[config.mk]
export PLATFORM = sky130hd
export DESIGN_NAME = fu_cluster
export DESIGN_NICKNAME = d
export VERILOG_FILES = /design/src/logic/ooo_pkg.sv /design/src/logic/fu_result_if.sv /design/src/logic/operand_select.sv /design/src/logic/alu.sv /design/src/logic/branch_unit.sv /design/src/logic/cdb_arbiter.sv /design/src/logic/fu_cluster.sv
export VERILOG_INCLUDE_DIRS = /design/src /design/src/logic
export SDC_FILE = /design/constraint.sdc
export NUM_CORES = 1
export LEC_CHECK = 0
export BUFFER_PORTS_ARGS = -buffer_cell sky130_fd_sc_hd__clkbuf_2
export CORE_MARGIN = 2
export CORE_UTILIZATION = 36
export CTS_BUF_LIST = sky130_fd_sc_hd__clkbuf_8
export CTS_CLUSTER_DIAMETER = 50
export DETAILED_ROUTE_END_ITERATION = 8
export PLACE_DENSITY = 0.6
export RECOVER_POWER = 100
export SYNTH_ARGS = -nofsm -noshare
export SYNTH_HDL_FRONTEND = slang
export SYNTH_SLANG_ARGS = --single-unit
[constraint.sdc]
create_clock -name clock -period 3.9 [get_ports clock]
set_input_delay 0.195 -clock clock [delete_from_list [all_inputs] [get_ports clock]]
set_output_delay 0.195 -clock clock [all_outputs]
set_load 0.01 [all_outputs]
[src/logic/ooo_cfg.svh]
`ifndef OOO_CFG_SVH
`define OOO_CFG_SVH

// Machine widths shared by the execution cluster

// Data path width, RV32
`define XLEN 32

// Physical register file index width, 64 entries
`define PRF_LEN 6

// Reorder buffer index width, 32 entries
`define ROB_LEN 5

`endif

[src/logic/ooo_pkg.sv]
`include "ooo_cfg.svh"

package ooo_pkg;

	// Widths with a meaning of their own
	typedef logic [`XLEN-1:0] xlen_t;
	typedef logic [`PRF_LEN-1:0] preg_idx_t;
	typedef logic [`ROB_LEN-1:0] rob_idx_t;
	typedef logic [31:0] inst_t;

	// Operand A source
	typedef enum logic [1:0] {
		OPA_IS_RS1  = 2'h0,
		OPA_IS_NPC  = 2'h1,
		OPA_IS_PC   = 2'h2,
		OPA_IS_ZERO = 2'h3
	} opa_select_e;

	// Operand B source, codes 6 and 7 unused
	typedef enum logic [2:0] {
		OPB_IS_RS2   = 3'h0,
		OPB_IS_I_IMM = 3'h1,
		OPB_IS_S_IMM = 3'h2,
		OPB_IS_B_IMM = 3'h3,
		OPB_IS_U_IMM = 3'h4,
		OPB_IS_J_IMM = 3'h5
	} opb_select_e;

	// Integer ALU operations
	typedef enum logic [3:0] {
		ALU_ADD  = 4'h0,
		ALU_SUB  = 4'h1,
		ALU_AND  = 4'h2,
		ALU_OR   = 4'h3,
		ALU_XOR  = 4'h4,
		ALU_SLT  = 4'h5,
		ALU_SLTU = 4'h6,
		ALU_SLL  = 4'h7,
		ALU_SRL  = 4'h8,
		ALU_SRA  = 4'h9
	} alu_func_e;

	// Branch conditions and jumps
	typedef enum logic [2:0] {
		BR_EQ   = 3'h0,
		BR_NE   = 3'h1,
		BR_LT   = 3'h2,
		BR_GE   = 3'h3,
		BR_LTU  = 3'h4,
		BR_GEU  = 3'h5,
		BR_JAL  = 3'h6,
		BR_JALR = 3'h7
	} br_func_e;

	// One issued micro-op from the reservation stations
	typedef struct packed {
		xlen_t       opa_value;
		xlen_t       opb_value;
		xlen_t       pc;
		xlen_t       npc;
		inst_t       inst;
		opa_select_e opa_select;
		opb_select_e opb_select;
		alu_func_e   alu_func;
		br_func_e    br_func;
		preg_idx_t   dest_preg;
		rob_idx_t    rob_index;
	} rs_fu_packet_t;

endpackage

[src/logic/fu_result_if.sv]
`timescale 1ns/1ps

// Held result of one function unit and its CDB grant
interface fu_result_if;
	import ooo_pkg::*;

	logic      valid;
	xlen_t     value;
	preg_idx_t preg;
	rob_idx_t  rob;
	logic      grant;

	// Function unit side
	modport fu (
		output valid, value, preg, rob,
		input  grant
	);

	// Arbiter side
	modport cdb (
		input  valid, value, preg, rob,
		output grant
	);

endinterface

[src/logic/operand_select.sv]
`timescale 1ns/1ps

module operand_select (
	input  ooo_pkg::rs_fu_packet_t packet,
	output ooo_pkg::xlen_t         opa,
	output ooo_pkg::xlen_t         opb
);
	import ooo_pkg::*;

	xlen_t i_imm;
	xlen_t s_imm;
	xlen_t b_imm;
	xlen_t u_imm;
	xlen_t j_imm;

	// RV32 immediate formats, all sign-extended from bit 31
	assign i_imm = {{20{packet.inst[31]}}, packet.inst[31:20]};
	assign s_imm = {{20{packet.inst[31]}}, packet.inst[31:25], packet.inst[11:7]};
	assign b_imm = {{19{packet.inst[31]}}, packet.inst[31], packet.inst[7],
		packet.inst[30:25], packet.inst[11:8], 1'b0};
	assign u_imm = {packet.inst[31:12], 12'b0};
	assign j_imm = {{11{packet.inst[31]}}, packet.inst[31], packet.inst[19:12],
		packet.inst[20], packet.inst[30:21], 1'b0};

	// Operand A
	always_comb begin
		case (packet.opa_select)
			OPA_IS_RS1:  opa = packet.opa_value;
			OPA_IS_NPC:  opa = packet.npc;
			OPA_IS_PC:   opa = packet.pc;
			OPA_IS_ZERO: opa = '0;
			default:     opa = xlen_t'(32'hdeadfbac);
		endcase
	end

	// Operand B
	always_comb begin
		case (packet.opb_select)
			OPB_IS_RS2:   opb = packet.opb_value;
			OPB_IS_I_IMM: opb = i_imm;
			OPB_IS_S_IMM: opb = s_imm;
			OPB_IS_B_IMM: opb = b_imm;
			OPB_IS_U_IMM: opb = u_imm;
			OPB_IS_J_IMM: opb = j_imm;
			// Poison, shows up on the CDB if the issuer sent a bad select
			default:      opb = xlen_t'(32'hfacefeed);
		endcase
	end

endmodule

[src/logic/alu.sv]
`timescale 1ns/1ps

module alu (
	input  logic                   clock,
	input  logic                   reset,
	input  logic                   issue,
	input  ooo_pkg::rs_fu_packet_t packet,
	output logic                   ready,
	fu_result_if.fu                result
);
	import ooo_pkg::*;

	xlen_t     opa;
	xlen_t     opb;
	xlen_t     alu_value;
	logic      accept;
	logic      held_valid;
	xlen_t     held_value;
	preg_idx_t held_preg;
	rob_idx_t  held_rob;

	operand_select operand_select_inst (
		.packet (packet),
		.opa    (opa),
		.opb    (opb)
	);

	always_comb begin
		case (packet.alu_func)
			ALU_ADD:  alu_value = opa + opb;
			ALU_SUB:  alu_value = opa - opb;
			ALU_AND:  alu_value = opa & opb;
			ALU_OR:   alu_value = opa | opb;
			ALU_XOR:  alu_value = opa ^ opb;
			ALU_SLT:  alu_value = xlen_t'($signed(opa) < $signed(opb));
			ALU_SLTU: alu_value = xlen_t'(opa < opb);
			// Shift amount is the low five bits of B only
			ALU_SLL:  alu_value = opa << opb[4:0];
			ALU_SRL:  alu_value = opa >> opb[4:0];
			ALU_SRA:  alu_value = $signed(opa) >>> opb[4:0];
			default:  alu_value = xlen_t'(32'hfacebeec);
		endcase
	end

	// Free when empty or when the held result leaves this cycle
	assign ready  = !held_valid || result.grant;
	assign accept = issue && ready;

	always_ff @(posedge clock) begin
		if (reset) begin
			held_valid <= 1'b0;
		end else if (accept) begin
			held_valid <= 1'b1;
		end else if (result.grant) begin
			held_valid <= 1'b0;
		end
	end

	// Result payload
	always_ff @(posedge clock) begin
		if (accept) begin
			held_value <= alu_value;
			held_preg  <= packet.dest_preg;
			held_rob   <= packet.rob_index;
		end
	end

	assign result.valid = held_valid;
	assign result.value = held_value;
	assign result.preg  = held_preg;
	assign result.rob   = held_rob;

endmodule

[src/logic/branch_unit.sv]
`timescale 1ns/1ps

module branch_unit (
	input  logic                   clock,
	input  logic                   reset,
	input  logic                   issue,
	input  ooo_pkg::rs_fu_packet_t packet,
	output logic                   ready,
	fu_result_if.fu                result,
	output logic                   br_resolve,
	output logic                   br_taken,
	output ooo_pkg::xlen_t         br_target
);
	import ooo_pkg::*;

	rs_fu_packet_t target_packet;
	xlen_t         target_base;
	xlen_t         target_offset;
	xlen_t         target_sum;
	xlen_t         target_next;
	logic          taken_next;
	logic          accept;
	logic          held_valid;
	xlen_t         held_value;
	preg_idx_t     held_preg;
	rob_idx_t      held_rob;
	logic          held_taken;
	xlen_t         held_target;

	// Target operands follow br_func, not the issued selects
	always_comb begin
		target_packet = packet;
		case (packet.br_func)
			BR_JAL: begin
				target_packet.opa_select = OPA_IS_PC;
				target_packet.opb_select = OPB_IS_J_IMM;
			end
			BR_JALR: begin
				target_packet.opa_select = OPA_IS_RS1;
				target_packet.opb_select = OPB_IS_I_IMM;
			end
			default: begin
				target_packet.opa_select = OPA_IS_PC;
				target_packet.opb_select = OPB_IS_B_IMM;
			end
		endcase
	end

	operand_select target_select (
		.packet (target_packet),
		.opa    (target_base),
		.opb    (target_offset)
	);

	assign target_sum  = target_base + target_offset;
	assign target_next = (packet.br_func == BR_JALR) ? (target_sum & ~xlen_t'(1)) : target_sum;

	always_comb begin
		case (packet.br_func)
			BR_EQ:   taken_next = packet.opa_value == packet.opb_value;
			BR_NE:   taken_next = packet.opa_value != packet.opb_value;
			BR_LT:   taken_next = $signed(packet.opa_value) < $signed(packet.opb_value);
			BR_GE:   taken_next = $signed(packet.opa_value) >= $signed(packet.opb_value);
			BR_LTU:  taken_next = packet.opa_value < packet.opb_value;
			BR_GEU:  taken_next = packet.opa_value >= packet.opb_value;
			// JAL and JALR
			default: taken_next = 1'b1;
		endcase
	end

	assign ready  = !held_valid || result.grant;
	assign accept = issue && ready;

	always_ff @(posedge clock) begin
		if (reset) begin
			held_valid <= 1'b0;
		end else if (accept) begin
			held_valid <= 1'b1;
		end else if (result.grant) begin
			held_valid <= 1'b0;
		end
	end

	// Link value is NPC for every branch kind
	always_ff @(posedge clock) begin
		if (accept) begin
			held_value  <= packet.npc;
			held_preg   <= packet.dest_preg;
			held_rob    <= packet.rob_index;
			held_taken  <= taken_next;
			held_target <= target_next;
		end
	end

	assign result.valid = held_valid;
	assign result.value = held_value;
	assign result.preg  = held_preg;
	assign result.rob   = held_rob;

	// Resolution is visible when the result goes out on the CDB
	assign br_resolve = result.grant;
	assign br_taken   = held_taken;
	assign br_target  = held_target;

endmodule

[src/logic/cdb_arbiter.sv]
`timescale 1ns/1ps

module cdb_arbiter (
	input  logic                clock,
	input  logic                reset,
	input  logic                cdb_stall,
	fu_result_if.cdb            alu_res,
	fu_result_if.cdb            br_res,
	output logic                cdb_valid,
	output ooo_pkg::xlen_t      cdb_value,
	output ooo_pkg::preg_idx_t  cdb_preg,
	output ooo_pkg::rob_idx_t   cdb_rob
);

	// Round-robin pointer, low favours the ALU
	logic favour_br;

	always_comb begin
		alu_res.grant = 1'b0;
		br_res.grant  = 1'b0;
		if (!cdb_stall) begin
			if (alu_res.valid && br_res.valid) begin
				br_res.grant  = favour_br;
				alu_res.grant = !favour_br;
			end else begin
				alu_res.grant = alu_res.valid;
				br_res.grant  = br_res.valid;
			end
		end
	end

	// Priority passes to the unit that was not served
	always_ff @(posedge clock) begin
		if (reset) begin
			favour_br <= 1'b0;
		end else if (alu_res.grant) begin
			favour_br <= 1'b1;
		end else if (br_res.grant) begin
			favour_br <= 1'b0;
		end
	end

	assign cdb_valid = alu_res.grant || br_res.grant;

	// Bus payload from the winner, ALU fields when idle
	always_comb begin
		if (br_res.grant) begin
			cdb_value = br_res.value;
			cdb_preg  = br_res.preg;
			cdb_rob   = br_res.rob;
		end else begin
			cdb_value = alu_res.value;
			cdb_preg  = alu_res.preg;
			cdb_rob   = alu_res.rob;
		end
	end

endmodule

[src/logic/fu_cluster.sv]
`timescale 1ns/1ps

module fu_cluster (
	input  logic                   clock,
	input  logic                   reset,
	input  logic                   alu_issue,
	input  logic                   br_issue,
	input  logic                   cdb_stall,
	input  ooo_pkg::rs_fu_packet_t packet,
	output logic                   alu_ready,
	output logic                   br_ready,
	output logic                   cdb_valid,
	output ooo_pkg::xlen_t         cdb_value,
	output ooo_pkg::preg_idx_t     cdb_preg,
	output ooo_pkg::rob_idx_t      cdb_rob,
	output logic                   br_resolve,
	output logic                   br_taken,
	output ooo_pkg::xlen_t         br_target
);

	// Held results toward the arbiter
	fu_result_if alu_res ();
	fu_result_if br_res ();

	// Both units see the shared issue bus
	alu alu_inst (
		.clock  (clock),
		.reset  (reset),
		.issue  (alu_issue),
		.packet (packet),
		.ready  (alu_ready),
		.result (alu_res.fu)
	);

	branch_unit branch_unit_inst (
		.clock      (clock),
		.reset      (reset),
		.issue      (br_issue),
		.packet     (packet),
		.ready      (br_ready),
		.result     (br_res.fu),
		.br_resolve (br_resolve),
		.br_taken   (br_taken),
		.br_target  (br_target)
	);

	cdb_arbiter cdb_arbiter_inst (
		.clock     (clock),
		.reset     (reset),
		.cdb_stall (cdb_stall),
		.alu_res   (alu_res.cdb),
		.br_res    (br_res.cdb),
		.cdb_valid (cdb_valid),
		.cdb_value (cdb_value),
		.cdb_preg  (cdb_preg),
		.cdb_rob   (cdb_rob)
	);

endmodule

==> run_results.csv <==
group,metric,value,unit
floorplanning,rows,81,
setup_path,worstSetupStartpointType,"primary input",
logic_synthesis,synthCells,2224,
clock_tree,cts_tree,"done",
floorplanning,die-area,51370,um2
sta,hold_violations,0,
floorplanning,chipHeight,226.7,um
power_and_ir_drop,switching_power,0.003114,W
route,vias,21200,
route,postRouteAntennaNets,0,
setup_path,path_buf_inv,9,
power_and_ir_drop,clock_power_share,18.1,%
setup_path,slowest_delay,0.40,ns
grt,grt_usage,34.74,%
grt,grt_antenna_before_repair,4,
grt,grt_pass1_wl,131.6,mm
power_and_ir_drop,irDropWorstVdd,320.7,uV
clock_tree,cts_made_buffers,17,
flow_run,max_cap_viol_count,2,
floorplanning,core_area,48950,um2
route,wl_per_cell,25.60,um
setup_path,worstPathArrival,4.11,ns
setup_path,slowest_stage,"or3_1",
setup_path,ff2ff_setup_slack,0.60,ns
logic_synthesis,ys_warn_count,0,
route,wirelength,89.40,mm
clock_tree,clk_path_buf_depth,2,
layout,nNetsFinal,3164,
power_and_ir_drop,power.internal,0.003804,W
sta,tns,0,ns
placement,pre_cts_slack,-0.4460,ns
power_and_ir_drop,p_comb_share,58.0,%
sta,skew,0.01566,ns
min_path,hp-class,"primary input to flop",
sta,slew_viol_final,51,
logic_synthesis,ys_seq_area_share,20.36,%
layout,syn_to_final_growth,30.19,%
route,routed_via_density,6.070,
layout,post_route_cells_drive_above_1_share,25.97,%
setup_path,critPathRequiredTime,4.19,ns
sta,fin_ws,0.07369,ns
logic_synthesis,synth_area,17850,um2
grt,grt-ovfl-total,0,
grt,grt_pass1_vias,20690,
logic_synthesis,ys_ff_latch,122,
layout,layout_common_cells,"buf_4, a21oi_1, ha_1, nor2_1",
sta,rsz0062_at_grt,"false",
setup_path,crit_type,"primary input to flop",
logic_synthesis,synth.distinct_cells,103,
sta,slew_headroom,-43.74,%
floorplanning,pin_count,268,
logic_synthesis,synth_edf_count,119,
clock_tree,path_clk_slew,0.10,ns
setup_path,path_max_fanout,14,
route,drc,0,
setup_path,crit_family,"buffers and inverters",
logic_synthesis,syn-num-nets,2575,
layout,final_common_cell,"buf_4",
floorplanning,die_x,226.7,um
power_and_ir_drop,power_frac_seq,23.9,%
setup_path,path_cells,"clkbuf_2 -> buf_12 -> buf_4 -> buf_4 -> mux2i_1 -> buf_4 -> o21ai_0 -> clkbuf_1 -> inv_1 -> clkbuf_1 -> a211oi_1 -> or3_1 -> o21a_1 -> a32o_1 -> a211oi_2 -> o221ai_1 -> clkbuf_1",
logic_synthesis,synth_area_per_cell,8.025,um2
layout,final_util,47.47,%
logic_synthesis,ys.flop_type,"edfxtp_1",
power_and_ir_drop,p_leak,10.10,nW
placement,place_congestion,1.023,
floorplanning,start_util,36.46,%
outcome,violations,"capacitance limit, slew limit",
sta,min_period,3.826,ns
sta,period_share,98.11,%
sta,setup_viol,0,
logic_synthesis,async_flop_share,0,%
clock_tree,clock-sinks,122,
setup_path,end_kind,"flop",
clock_tree,cts_root_buffer,"clkbuf_8",
sta,tightest_slew,2.155,ns
power_and_ir_drop,switching_share,45.01,%
placement,io_buffers,260,
sta,fmax,261.3,MHz
grt,grt_max_degree,67,
placement,dpl.hpwl,72.14,mm
power_and_ir_drop,powerDensity,297.7,nW/um2
clock_tree,worstSkewPairLatency,0.56,ns
route,firstDrtPassIters,6,
route,drt_iter0_markers,2266,
outcome,status,"finished, violations left",
clock_tree,h-tree-depth,4,
-- state kept, by name, summed over array words and instances (netlist names) --
| name | flops |
|---|---|
| alu_inst.result.preg | 6 |
| alu_inst.result.rob | 5 |
| alu_inst.result.valid | 1 |
| alu_inst.result.value | 32 |
| branch_unit_inst.br_taken | 1 |
| branch_unit_inst.br_target | 32 |
| branch_unit_inst.result.preg | 6 |
| branch_unit_inst.result.rob | 5 |
| branch_unit_inst.result.valid | 1 |
| branch_unit_inst.result.value | 32 |
| cdb_arbiter_inst.favour_br | 1 |
-- metrics by stage --
step | hold slack, ns | area (um2) | total power [W] | cells
after CTS | 0.005374 | 23410 | 0.006895 | 3490
after floorplan | 0.2641 | 17870 | 0.003832 | 2224
after global routing | 0.03885 | 23230 | 0.007263 | 3490
final | 0.06833 | 23240 | 0.006918 | 3493
after global placement | 0.3861 | 22520 | 0.005548 | 3410
after detailed placement | 0.3907 | 22520 | 0.005570 | 3410
-- power by group through the flow --
stage / clock, W / combinational (W) / sequential [W]
2_1_floorplan: 0 / 0.00214 / 0.00169
5_1_grt: 0.00133 / 0.00427 / 0.00166
3_5_place_dp: 0 / 0.00389 / 0.00168
6_report: 0.00125 / 0.00401 / 0.00166
3_3_place_gp: 0 / 0.00387 / 0.00168
4_1_cts: 0.00129 / 0.00395 / 0.00165
-- cell families (layout without fill, tap and decap cells) --
family | after synthesis | in the layout | share of synthesized area, %
AND/OR/NAND/NOR | 563 | 563 | 14.99
multiplexers | 189 | 189 | 11.41
AO/OA/AOI/OAI | 832 | 832 | 32.08
adder cells (fa/ha/maj) | 163 | 163 | 11.55
flip-flops | 122 | 122 | 20.36
buffers and inverters | 308 | 910 | 7.305
XOR/XNOR | 47 | 47 | 2.306
other | 0 | 3 | 0
-- worst reg2reg max path, cell delays in order, from the launching register on --
cell	delay (ns)
dfxtp_1	0.34
a21o_1	0.20
nand2_1	0.08
and2_0	1.34
clkbuf_2	0.93
-- per-layer routing --
layer	wire, um	part of all wire (%)	global-route usage, %	vias to the layer above
met5	0	0	0	-
met4	4135	4.6	15.62	0
met3	7917	8.9	7.620	210
met2	40520	45	55.72	1125
met1	36830	41	44.54	10280
li1	-	-	-	9586
-- what timing repair did --
item	4_1_cts	5_1_grt
gates resized for setup	0	3
setup endpoints to repair	0	2
hold buffers	48	0
setup buffers	0	0
hold endpoints to repair	57	0
-- worst paths after layout --
path | to | start | depth (start not counted)
setup / recovery | alu_inst.result.value[17]$_DFFE_PP_ | packet[22] | 17
hold / removal | branch_unit_inst.br_taken$_DFFE_PP_ | packet[13] | 2
setup reg to reg | alu_inst.result.value[27]$_DFFE_PP_ | branch_unit_inst.result.valid$_SDFFE_PP0P_ | 4
hold reg to reg | cdb_arbiter_inst.favour_br$_SDFFE_PP0P_ | cdb_arbiter_inst.favour_br$_SDFFE_PP0P_ | 2
-- Yosys cell counts, types with 8 or more instances --
cell type,n,area [um2]
a22oi_1,34,255.2
a221oi_1,12,105.1
o21ai_1,13,65.06
nor3b_1,8,60.06
and2_1,15,93.84
nor3_1,51,255.2
a21o_1,39,292.8
buf_1,13,48.80
o31ai_1,16,120.1
a221o_1,12,120.1
mux2_2,93,1047
o2bb2ai_1,14,122.6
nand2_1,147,551.8
a2bb2oi_1,9,78.83
nor4_1,13,81.33
inv_1,147,551.8
edfxtp_1,119,3573
mux2i_1,93,930.9
a211oi_1,51,382.9
o21ai_0,146,730.7
o211ai_1,64,480.5
a311oi_1,12,105.1
buf_4,12,90.09
a21oi_1,194,970.9
a211o_1,14,122.6
ha_1,160,2002
o22a_1,13,113.9
nand4_1,17,106.4
nand3_1,67,335.3
nor2b_1,19,118.9
nor2_1,160,600.6
or3_1,13,81.33
xnor2_1,41,359.1
and3_1,10,62.56
buf_2,34,170.2
o2111ai_1,13,113.9
nand2b_1,18,112.6
a31oi_1,19,118.9
o22ai_1,10,62.56
o21bai_1,23,172.7
o21a_1,38,285.3
clkbuf_1,89,334.1
-- layout make-up --
cell class | count | area (um2)
antenna | 3 | 7.507
clock buffer | 17 | 234.0
clock inverter | 15 | 176.4
fill | 4934 | 25710
inverter | 151 | 568.0
multi-input combinational | 1794 | 12970
sequential | 122 | 3633
tap | 664 | 830.8
timing repair buffer | 727 | 4818
No activity file was read; power rests on OpenSTA's default activity.
